<file path="src/verilog/decodePkg.sv">
// ======================================
// decodePkg
// word types, MIPS opcode and function codes,
// and the decode stage enums
// ======================================
package decodePkg;

    typedef logic [31:0] word;
    typedef logic [4:0]  regIdx;
    typedef logic [31:0] instrWord;

    typedef enum logic [2:0] {ALU_ADD, ALU_SUB, ALU_AND, ALU_OR, ALU_SLT, ALU_LUI} aluOpT;
    typedef enum logic [1:0] {BR_NONE, BR_BEQ, BR_BNE} branchT;
    typedef enum logic [2:0] {FWD_RF, FWD_EXE, FWD_MEM, FWD_MEM2, FWD_WB} fwdSel;

    // primary opcodes, instr[31:26]
    localparam logic [5:0] OP_RTYPE = 6'h00;
    localparam logic [5:0] OP_J     = 6'h02;
    localparam logic [5:0] OP_JAL   = 6'h03;
    localparam logic [5:0] OP_BEQ   = 6'h04;
    localparam logic [5:0] OP_BNE   = 6'h05;
    localparam logic [5:0] OP_ADDIU = 6'h09;
    localparam logic [5:0] OP_ANDI  = 6'h0c;
    localparam logic [5:0] OP_ORI   = 6'h0d;
    localparam logic [5:0] OP_LUI   = 6'h0f;
    localparam logic [5:0] OP_LW    = 6'h23;
    localparam logic [5:0] OP_SW    = 6'h2b;

    // R-type function field, instr[5:0]
    localparam logic [5:0] FN_ADDU  = 6'h21;
    localparam logic [5:0] FN_SUBU  = 6'h23;
    localparam logic [5:0] FN_AND   = 6'h24;
    localparam logic [5:0] FN_OR    = 6'h25;
    localparam logic [5:0] FN_SLT   = 6'h2a;

    localparam regIdx LINK_REG = 5'd31;  // $ra

endpackage

</file>
<file path="src/verilog/resultBus.sv">
// ======================================
// resultBus
// results of EXE, MEM, MEM2 and WB heading
// back to the decode stage
// ======================================
interface resultBus import decodePkg::*; ();

    logic  exeRegWrite, memRegWrite, mem2RegWrite, wbRegWrite;
    regIdx exeDst, memDst, mem2Dst, wbDst;
    word   exeResult, memResult, mem2Result, wbResult;
    logic  exeMemRead, memMemRead, mem2MemRead;  // load pending in that stage

    modport src (
        output exeRegWrite, memRegWrite, mem2RegWrite, wbRegWrite,
        output exeDst, memDst, mem2Dst, wbDst,
        output exeResult, memResult, mem2Result, wbResult,
        output exeMemRead, memMemRead, mem2MemRead
    );

    modport fwd (
        input exeRegWrite, memRegWrite, mem2RegWrite, wbRegWrite,
        input exeDst, memDst, mem2Dst, wbDst,
        input exeResult, memResult, mem2Result, wbResult
    );

    modport haz (input exeDst, memDst, mem2Dst, exeMemRead, memMemRead, mem2MemRead);

endinterface
</file>
<file path="src/verilog/decodeStage.sv">
// ======================================
// decodeStage
// ID stage top, stage register, GPRs,
// bypass, decode and load-use detection
// ======================================
module decodeStage import decodePkg::*; (
    input  logic     clk,
    input  logic     rstN,
    input  logic     idWr,
    input  logic     idFlush,
    input  logic     idDisWr,
    input  instrWord ifInstr,
    input  word      ifPc,
    input  word      ifTarget,
    input  logic     exeRegWrite,
    input  regIdx    exeDst,
    input  word      exeResult,
    input  logic     memRegWrite,
    input  regIdx    memDst,
    input  word      memResult,
    input  logic     mem2RegWrite,
    input  regIdx    mem2Dst,
    input  word      mem2Result,
    input  logic     wbRegWrite,
    input  regIdx    wbDst,
    input  word      wbResult,
    input  logic     exeMemRead,
    input  logic     memMemRead,
    input  logic     mem2MemRead,
    output word      opA,
    output word      opB,
    output aluOpT    aluOp,
    output branchT   branch,
    output logic     isJump,
    output logic     regWrite,
    output logic     memRead,
    output logic     memWrite,
    output regIdx    dst,
    output word      imm,
    output word      jumpAddr,
    output word      branchAddr,
    output word      pcAdd8,
    output logic     jSuccess,
    output logic     pc8Success,
    output logic     exStall,
    output logic     mem1Stall,
    output logic     mem2Stall
);

    instrWord instr;
    word      pc, predTarget, rfA, rfB;
    regIdx    rs, rt;
    logic     readsRs, readsRt;

    resultBus stageRes();

    assign stageRes.exeRegWrite  = exeRegWrite;
    assign stageRes.exeDst       = exeDst;
    assign stageRes.exeResult    = exeResult;
    assign stageRes.memRegWrite  = memRegWrite;
    assign stageRes.memDst       = memDst;
    assign stageRes.memResult    = memResult;
    assign stageRes.mem2RegWrite = mem2RegWrite;
    assign stageRes.mem2Dst      = mem2Dst;
    assign stageRes.mem2Result   = mem2Result;
    assign stageRes.wbRegWrite   = wbRegWrite;
    assign stageRes.wbDst        = wbDst;
    assign stageRes.wbResult     = wbResult;
    assign stageRes.exeMemRead   = exeMemRead;
    assign stageRes.memMemRead   = memMemRead;
    assign stageRes.mem2MemRead  = mem2MemRead;

    assign rs = instr[25:21];
    assign rt = instr[20:16];

    idReg idReg_i (
        .clk, .rstN, .idWr, .idFlush, .ifInstr, .ifPc, .ifTarget,
        .instr, .pc, .predTarget
    );

    regFile regFile_i (
        .clk, .rstN,
        .wrEn   (wbRegWrite),  // WB port only
        .wrDst  (wbDst),
        .wrData (wbResult),
        .rs, .rt,
        .busA   (rfA),
        .busB   (rfB)
    );

    operandBypass operandBypass_i (
        .rs, .rt, .rfA, .rfB,
        .res (stageRes.fwd),
        .opA, .opB
    );

    instrDecoder instrDecoder_i (
        .instr, .pc, .predTarget,
        .disWr (idDisWr),
        .aluOp, .branch, .isJump, .regWrite, .memRead, .memWrite, .dst,
        .readsRs, .readsRt, .imm, .jumpAddr, .branchAddr, .pcAdd8,
        .jSuccess, .pc8Success
    );

    loadUseHazard loadUseHazard_i (
        .rs, .rt, .readsRs, .readsRt,
        .res (stageRes.haz),
        .exStall, .mem1Stall, .mem2Stall
    );

endmodule

</file>
<file path="src/verilog/idReg.sv">
// ======================================
// idReg
// IF/ID stage register, load, hold or
// flush to a NOP
// ======================================
module idReg import decodePkg::*; (
    input  logic     clk,
    input  logic     rstN,
    input  logic     idWr,
    input  logic     idFlush,
    input  instrWord ifInstr,
    input  word      ifPc,
    input  word      ifTarget,
    output instrWord instr,
    output word      pc,
    output word      predTarget
);

    always_ff @(posedge clk or negedge rstN) begin
        if (!rstN) begin
            instr      <= '0;
            pc         <= '0;
            predTarget <= '0;
        end else if (idFlush) begin  // flush wins over write
            instr      <= '0;
            pc         <= '0;
            predTarget <= '0;
        end else if (idWr) begin
            instr      <= ifInstr;
            pc         <= ifPc;
            predTarget <= ifTarget;
        end
    end

endmodule

</file>
<file path="src/verilog/instrDecoder.sv">
// ======================================
// instrDecoder
// control decode, immediate extension,
// jump/branch targets and prediction check
// ======================================
module instrDecoder import decodePkg::*; (
    input  instrWord instr,
    input  word      pc,
    input  word      predTarget,
    input  logic     disWr,
    output aluOpT    aluOp,
    output branchT   branch,
    output logic     isJump,
    output logic     regWrite,
    output logic     memRead,
    output logic     memWrite,
    output regIdx    dst,
    output logic     readsRs,
    output logic     readsRt,
    output word      imm,
    output word      jumpAddr,
    output word      branchAddr,
    output word      pcAdd8,
    output logic     jSuccess,
    output logic     pc8Success
);

    logic [5:0] opcode, funct;
    logic       rfWr, ldRd, stWr;  // raw controls before disWr masking
    logic       zeroExt;
    word        signImm, pcAdd4;

    assign opcode = instr[31:26];
    assign funct  = instr[5:0];

    always_comb begin
        aluOp   = ALU_ADD;
        branch  = BR_NONE;
        isJump  = 1'b0;
        rfWr    = 1'b0;
        ldRd    = 1'b0;
        stWr    = 1'b0;
        readsRs = 1'b0;
        readsRt = 1'b0;
        zeroExt = 1'b0;
        dst     = instr[20:16];  // rt by default
        case (opcode)
            OP_RTYPE: begin
                dst = instr[15:11];
                case (funct)
                    FN_ADDU: {aluOp, rfWr, readsRs, readsRt} = {ALU_ADD, 3'b111};
                    FN_SUBU: {aluOp, rfWr, readsRs, readsRt} = {ALU_SUB, 3'b111};
                    FN_AND:  {aluOp, rfWr, readsRs, readsRt} = {ALU_AND, 3'b111};
                    FN_OR:   {aluOp, rfWr, readsRs, readsRt} = {ALU_OR, 3'b111};
                    FN_SLT:  {aluOp, rfWr, readsRs, readsRt} = {ALU_SLT, 3'b111};
                    default: ;  // unknown funct stays a NOP
                endcase
            end
            OP_ADDIU: {aluOp, rfWr, readsRs} = {ALU_ADD, 2'b11};
            OP_ANDI:  {aluOp, rfWr, readsRs, zeroExt} = {ALU_AND, 3'b111};
            OP_ORI:   {aluOp, rfWr, readsRs, zeroExt} = {ALU_OR, 3'b111};
            OP_LUI:   {aluOp, rfWr} = {ALU_LUI, 1'b1};
            OP_LW:    {rfWr, ldRd, readsRs} = 3'b111;
            OP_SW:    {stWr, readsRs, readsRt} = 3'b111;
            OP_BEQ:   {aluOp, branch, readsRs, readsRt} = {ALU_SUB, BR_BEQ, 2'b11};
            OP_BNE:   {aluOp, branch, readsRs, readsRt} = {ALU_SUB, BR_BNE, 2'b11};
            OP_J:     isJump = 1'b1;
            OP_JAL: begin
                isJump = 1'b1;
                rfWr   = 1'b1;
                dst    = LINK_REG;
            end
            default: ;  // unknown opcode decodes as a NOP
        endcase
    end

    // disWr squashes side effects only
    assign regWrite = rfWr && !disWr;
    assign memRead  = ldRd && !disWr;
    assign memWrite = stWr && !disWr;

    assign signImm = {{16{instr[15]}}, instr[15:0]};
    assign imm     = zeroExt ? {16'b0, instr[15:0]} : signImm;

    assign pcAdd4     = pc + 32'd4;
    assign pcAdd8     = pc + 32'd8;  // JAL link value
    assign jumpAddr   = {pcAdd4[31:28], instr[25:0], 2'b00};
    assign branchAddr = pcAdd4 + {signImm[29:0], 2'b00};

    assign jSuccess   = (predTarget == jumpAddr);
    assign pc8Success = (predTarget == pcAdd8);

endmodule

</file>
<file path="src/verilog/loadUseHazard.sv">
// ======================================
// loadUseHazard
// load-use stall per load-producing stage
// ======================================
module loadUseHazard import decodePkg::*; (
    input  regIdx        rs,
    input  regIdx        rt,
    input  logic         readsRs,
    input  logic         readsRt,
    resultBus.haz        res,
    output logic         exStall,
    output logic         mem1Stall,
    output logic         mem2Stall
);

    // pending load whose target this instruction really reads
    function automatic logic loadHit(input logic memRead, input regIdx ldDst);
        return memRead && ldDst != '0 &&
               ((readsRs && ldDst == rs) || (readsRt && ldDst == rt));
    endfunction

    always_comb begin
        exStall   = loadHit(res.exeMemRead, res.exeDst);
        mem1Stall = loadHit(res.memMemRead, res.memDst);
        mem2Stall = loadHit(res.mem2MemRead, res.mem2Dst);
    end

endmodule

</file>
<file path="src/verilog/operandBypass.sv">
// ======================================
// operandBypass
// forwards newer stage results into the
// rs and rt operands
// ======================================
module operandBypass import decodePkg::*; (
    input  regIdx        rs,
    input  regIdx        rt,
    input  word          rfA,
    input  word          rfB,
    resultBus.fwd        res,
    output word          opA,
    output word          opB
);

    fwdSel selA, selB;

    // youngest producer first
    function automatic fwdSel pickSrc(input regIdx r);
        if (r == '0)
            return FWD_RF;  // $0 never forwarded
        if (res.exeRegWrite && res.exeDst == r)
            return FWD_EXE;
        if (res.memRegWrite && res.memDst == r)
            return FWD_MEM;
        if (res.mem2RegWrite && res.mem2Dst == r)
            return FWD_MEM2;
        if (res.wbRegWrite && res.wbDst == r)
            return FWD_WB;
        return FWD_RF;
    endfunction

    function automatic word pickData(input fwdSel sel, input word rfVal);
        case (sel)
            FWD_EXE:  return res.exeResult;
            FWD_MEM:  return res.memResult;
            FWD_MEM2: return res.mem2Result;
            FWD_WB:   return res.wbResult;
            default:  return rfVal;
        endcase
    endfunction

    always_comb begin
        selA = pickSrc(rs);
        selB = pickSrc(rt);
        opA  = pickData(selA, rfA);
        opB  = pickData(selB, rfB);
    end

endmodule

</file>
<file path="src/verilog/regFile.sv">
// ======================================
// regFile
// 32 x 32 GPRs, one WB write port and
// two async read ports, $0 reads zero
// ======================================
module regFile import decodePkg::*; (
    input  logic  clk,
    input  logic  rstN,
    input  logic  wrEn,
    input  regIdx wrDst,
    input  word   wrData,
    input  regIdx rs,
    input  regIdx rt,
    output word   busA,
    output word   busB
);

    word regs [32];

    always_ff @(posedge clk or negedge rstN) begin
        if (!rstN) begin
            for (int i = 0; i < 32; i++) begin
                regs[i] <= '0;
            end
        end else if (wrEn && wrDst != '0) begin
            regs[wrDst] <= wrData;
        end
    end

    // no internal write-through, the same-cycle value comes via the WB bypass
    assign busA = (rs == '0) ? '0 : regs[rs];
    assign busB = (rt == '0) ? '0 : regs[rt];

endmodule

</file>
<file path="config.mk">
export PLATFORM = sky130hd
export DESIGN_NAME = decodeStage
export DESIGN_NICKNAME = d
export VERILOG_FILES = /design/src/verilog/decodePkg.sv /design/src/verilog/resultBus.sv /design/src/verilog/decodeStage.sv /design/src/verilog/idReg.sv /design/src/verilog/instrDecoder.sv /design/src/verilog/loadUseHazard.sv /design/src/verilog/operandBypass.sv /design/src/verilog/regFile.sv
export SDC_FILE = /design/constraint.sdc
export NUM_CORES = 2
export LEC_CHECK = 0
export BUFFER_PORTS_ARGS = -buffer_cell sky130_fd_sc_hd__buf_2
export CORE_MARGIN = 2
export CORE_UTILIZATION = 63
export CTS_BUF_LIST = sky130_fd_sc_hd__clkbuf_4 sky130_fd_sc_hd__clkbuf_8
export DETAILED_ROUTE_END_ITERATION = 10
export MAX_ROUTING_LAYER = met4
export PLACE_DENSITY = 0.84
export SLEW_MARGIN = 0
export SYNTH_ARGS = -nofsm -noshare
export SYNTH_HDL_FRONTEND = slang
export SYNTH_SLANG_ARGS = --single-unit
</file>
<file path="constraint.sdc">
create_clock -name clk -period 4.52 [get_ports clk]
set_input_delay 0.226 -clock clk [delete_from_list [all_inputs] [get_ports clk]]
set_output_delay 0.226 -clock clk [all_outputs]
set_load 0.1 [all_outputs]
</file>
==> impl_results.md <==
* Fraction of post-synthesis cell area in the top cell type by area at 43.8%
* Full die area at 104,000 µm²
* Count leader, synth: sky130_fd_sc_hd__dfrtp_1
* Startpoint-to-endpoint class of the critical path: flop to output port
* GR Util All Layers at 41.1%
* HPWL after detailed placement at 122,000 µm
* Maximum capacitance violations at 0
* CTS sink cnt at 1,120
* Post-synth cell types at 70
* Worst setup margin at -0.243 ns
* Global-route wire length before repair at 304,000 µm
* Worst hold slack at 0.0424 ns
* Required time reported for the critical path endpoint at 4.29 ns
* Initial antenna violation count at 24
* Final clock period utilization by the worst path at 105%
* Post-Synthesis Cell Area at 64,000 µm²
* Number of synthesized register bits at 1,120
* Register-to-register setup slack at 1.49 ns
* Net total in the final layout at 5,265
* Row count at 116
* Sequence of cells on the critical path: buf_6, ha_4, nand3_4, buf_4, xnor2_1, ha_1, o21ai_0, o21bai_1, a21oi_1, o211ai_1, a21oi_1, buf_4, o31a_1, o31ai_2, a21oi_2, xnor2_2, buf_12
* Total congestion overflow after global routing at 0
* Critical Path Sink Type: output port
* Failing checks: setup timing
* Post-synthesis instance total at 4,452
* Total leakage power at 33.0 nW
* Buffer depth of the longest clock path at 3
* Relative slew slack at 18.3%
* Number of top-level pins at 467
* Global placement routability congestion at 0.972
* Peak per-stage delay on the critical path at 0.37 ns
* Min-Delay Path Class: primary input to flop
* Main flop type after synthesis: sky130_fd_sc_hd__dfrtp_1
* Cell at the root of the clock tree: sky130_fd_sc_hd__clkbuf_8
* 1st-iter DRT viols at 5,588
* Critical Path AT at 4.54 ns
* Slowest stage cell, crit path: sky130_fd_sc_hd__dfrtp_1
* EDFF count, synth at 0
* Fraction of registers with async set or reset after synthesis at 100%
* Number of buffers created by CTS at 183
* 1st-pass router iterations at 9
* Fill cells at 5,791
* Setup repair after global routing missed its margin: true
* Share of layout cells above drive strength 1 at 55.7%
* Number of hold violations in the final report at 0
* Starting density of the core at 63.7%
* CP Buf/Inv Count at 4
* Average cell area after synthesis at 14.4 µm²
* Vias in the first global route at 47,465
* Number of setup violations in the final report at 10
* TritonCTS clock tree: done
* Total DRC errors in the routed layout at 0
* Clock Skew at 0 ns
* Core box area at 100,000 µm²
* Crit path launch type: flop
* Clock transition at path regs at 0.06 ns
* Cell area power density at 417 nW/µm²
* Status: finished with violations
* Chip width at 323 µm
* Wire length per cell at 32.4 µm
* Maximum VDD drop at 295 µV
* Most area-consuming cells after synthesis: sky130_fd_sc_hd__dfrtp_1 44%, sky130_fd_sc_hd__mux4_2 23%, sky130_fd_sc_hd__mux2_2 18%
* Slew of the pin with the lowest slew margin at 1.22 ns
* Area delta synth->final at 17.4%
* Portion of the post-synthesis area used by sequential elements at 43.8%
* Final Max Slew Viols at 0
* Pin count of the biggest net entering global routing at 134
* Top post-synthesis cells by count: 1,120 x sky130_fd_sc_hd__dfrtp_1, 1,050 x sky130_fd_sc_hd__mux2_2, 640 x sky130_fd_sc_hd__mux4_2
* Max Freq at 210 MHz
* Warnings, synthesis at 0
* Critical path's top delay family: compound AO/OA/AOI/OAI gates
* Clock period minus final worst setup slack at 4.76 ns
* Number of input and output port buffers inserted at 464
* DIE HEIGHT at 323 µm
* Highest fanout seen on the critical path at 4
* H-Tree Depth at 4
* Skew-Pair Late Insertion Delay at 0.90 ns
* Largest area contributor in the synthesized netlist: sky130_fd_sc_hd__dfrtp_1
* Routed WL at 211,000 µm
* Post-route core utilization at 74.8%
* Vias per inst at 7.12
* Via count of the routed design at 46,305
* Post-route antenna net violation count at 0
worst register-to-register path, cell delays in order (launching register included):
cell,delay [ns]
sky130_fd_sc_hd__dfrtp_4,0.49
sky130_fd_sc_hd__buf_4,0.77
sky130_fd_sc_hd__buf_4,0.77
sky130_fd_sc_hd__mux2i_1,0.21
sky130_fd_sc_hd__nor2_1,0.16
sky130_fd_sc_hd__dlygate4sd3_1,0.57
metal layers:
layer | wire, µm | global-route usage (%) | part of all wire, %
met1 | 73400 | 50.7 | 35
met2 | 98300 | 60.7 | 47
met3 | 24600 | 12.0 | 12
met4 | 14200 | 24.5 | 6.8
met5 | 0 | - | 0
cell usage in the layout, fill, tap and decap left out, types with 21 or more instances in the layout:
cell                            instances
sky130_fd_sc_hd__clkinv_2              21
sky130_fd_sc_hd__nor2_4                25
sky130_fd_sc_hd__dlygate4sd3_1        210
sky130_fd_sc_hd__mux2_2              1050
sky130_fd_sc_hd__a222oi_1              64
sky130_fd_sc_hd__buf_12                38
sky130_fd_sc_hd__xor2_1                69
sky130_fd_sc_hd__clkbuf_8             233
sky130_fd_sc_hd__diode_2               27
sky130_fd_sc_hd__dfrtp_1             1104
sky130_fd_sc_hd__ha_1                  23
sky130_fd_sc_hd__mux4_2               640
sky130_fd_sc_hd__buf_2                436
sky130_fd_sc_hd__nand3_1               92
sky130_fd_sc_hd__buf_4                150
sky130_fd_sc_hd__clkbuf_4              63
sky130_fd_sc_hd__a21o_1                23
sky130_fd_sc_hd__nor2_1               134
sky130_fd_sc_hd__xnor2_1               89
sky130_fd_sc_hd__nand2_1              173
sky130_fd_sc_hd__mux2i_1              101
sky130_fd_sc_hd__nand4_1               24
power by group:
group / leakage [nW] / internal (mW) / total [mW] / switching, mW
Combinational: 16.5 / 4.07 / 8.23 / 4.16
Clock: 2.15 / 5.38 / 9.75 / 4.36
Sequential: 14.4 / 11.8 / 13.3 / 1.49
state kept, by name, summed over array words and instances (netlist names):
| signal | count |
|---|---|
| regFile_i.regs | 1024 |
| idReg_i.predTarget | 32 |
| idReg_i.pc | 32 |
| idReg_i.instr | 32 |
kinds of logic after synthesis:
logic type	count (synthesis)	share of synthesized area, %
muxes	1797	42.7
buffers and inverters	543	3.70
DFF	1120	43.8
AOI/OAI and AO/OA	186	2.25
other	1	0.00586
xor gates and xnor gates	183	2.52
adders and majority gates	39	0.774
and+or+nand+nor	583	4.26
timing repair:
| item | in CTS | in global routing |
|---|---|---|
| gates cloned | 1 | 3 |
| hold buffers | 210 | 0 |
| hold endpoints to repair | 1085 | 0 |
| pin swaps | 40 | 57 |
| resized for setup | 54 | 93 |
| endpoints found under the setup margin | 39 | 64 |
| buffers inserted | 30 | 38 |
final timing paths:
check | end | cells after the start | startpoint
max reg2reg | idReg_i.instr[19] | 5 | idReg_i.instr[19]
min | regFile_i.regs[428] | 2 | wbResult[12]
min in group asynchronous | regFile_i.regs[803] | 3 | rstN
max | branchAddr[30] | 17 | idReg_i.pc[3]
max in group asynchronous | regFile_i.regs[299] | 5 | rstN
min reg2reg | regFile_i.regs[1016] | 0 | regFile_i.regs[1016]
per-stage QoR:
| stage | setup slack (ns) | setup TNS [ns] | total power [mW] | cell area (µm²) | std cells |
|---|---|---|---|---|---|
| final | -0.243 | -1.30 | 31.3 | 75100 | 6501 |
| after floorplan | -0.349 | -0.349 | 18.9 | 64200 | 4453 |
| after global routing | -0.446 | -3.59 | 32.3 | 75100 | 6497 |
| after detailed placement | 0.180 | 0 | 21.1 | 67600 | 5860 |
| after CTS | -0.179 | -0.799 | 31.0 | 74200 | 6433 |
| after global placement | 0.195 | 0 | 20.7 | 67600 | 5860 |
cell type report:
type / instances / area, µm² / share of cell area (%)
multi-input cells: 2790 / 34600 / 46.0
flip-flops and latches: 1120 / 28100 / 37.4
repair buffers: 862 / 6660 / 8.86
clock buffers: 295 / 3670 / 4.89
well taps: 1357 / 1700 / 2.26
clock inverters: 37 / 342 / 0.455
diodes: 27 / 67.6 / 0.0899
inverters: 13 / 48.8 / 0.0649
No activity file was read; power rests on OpenSTA's default activity.
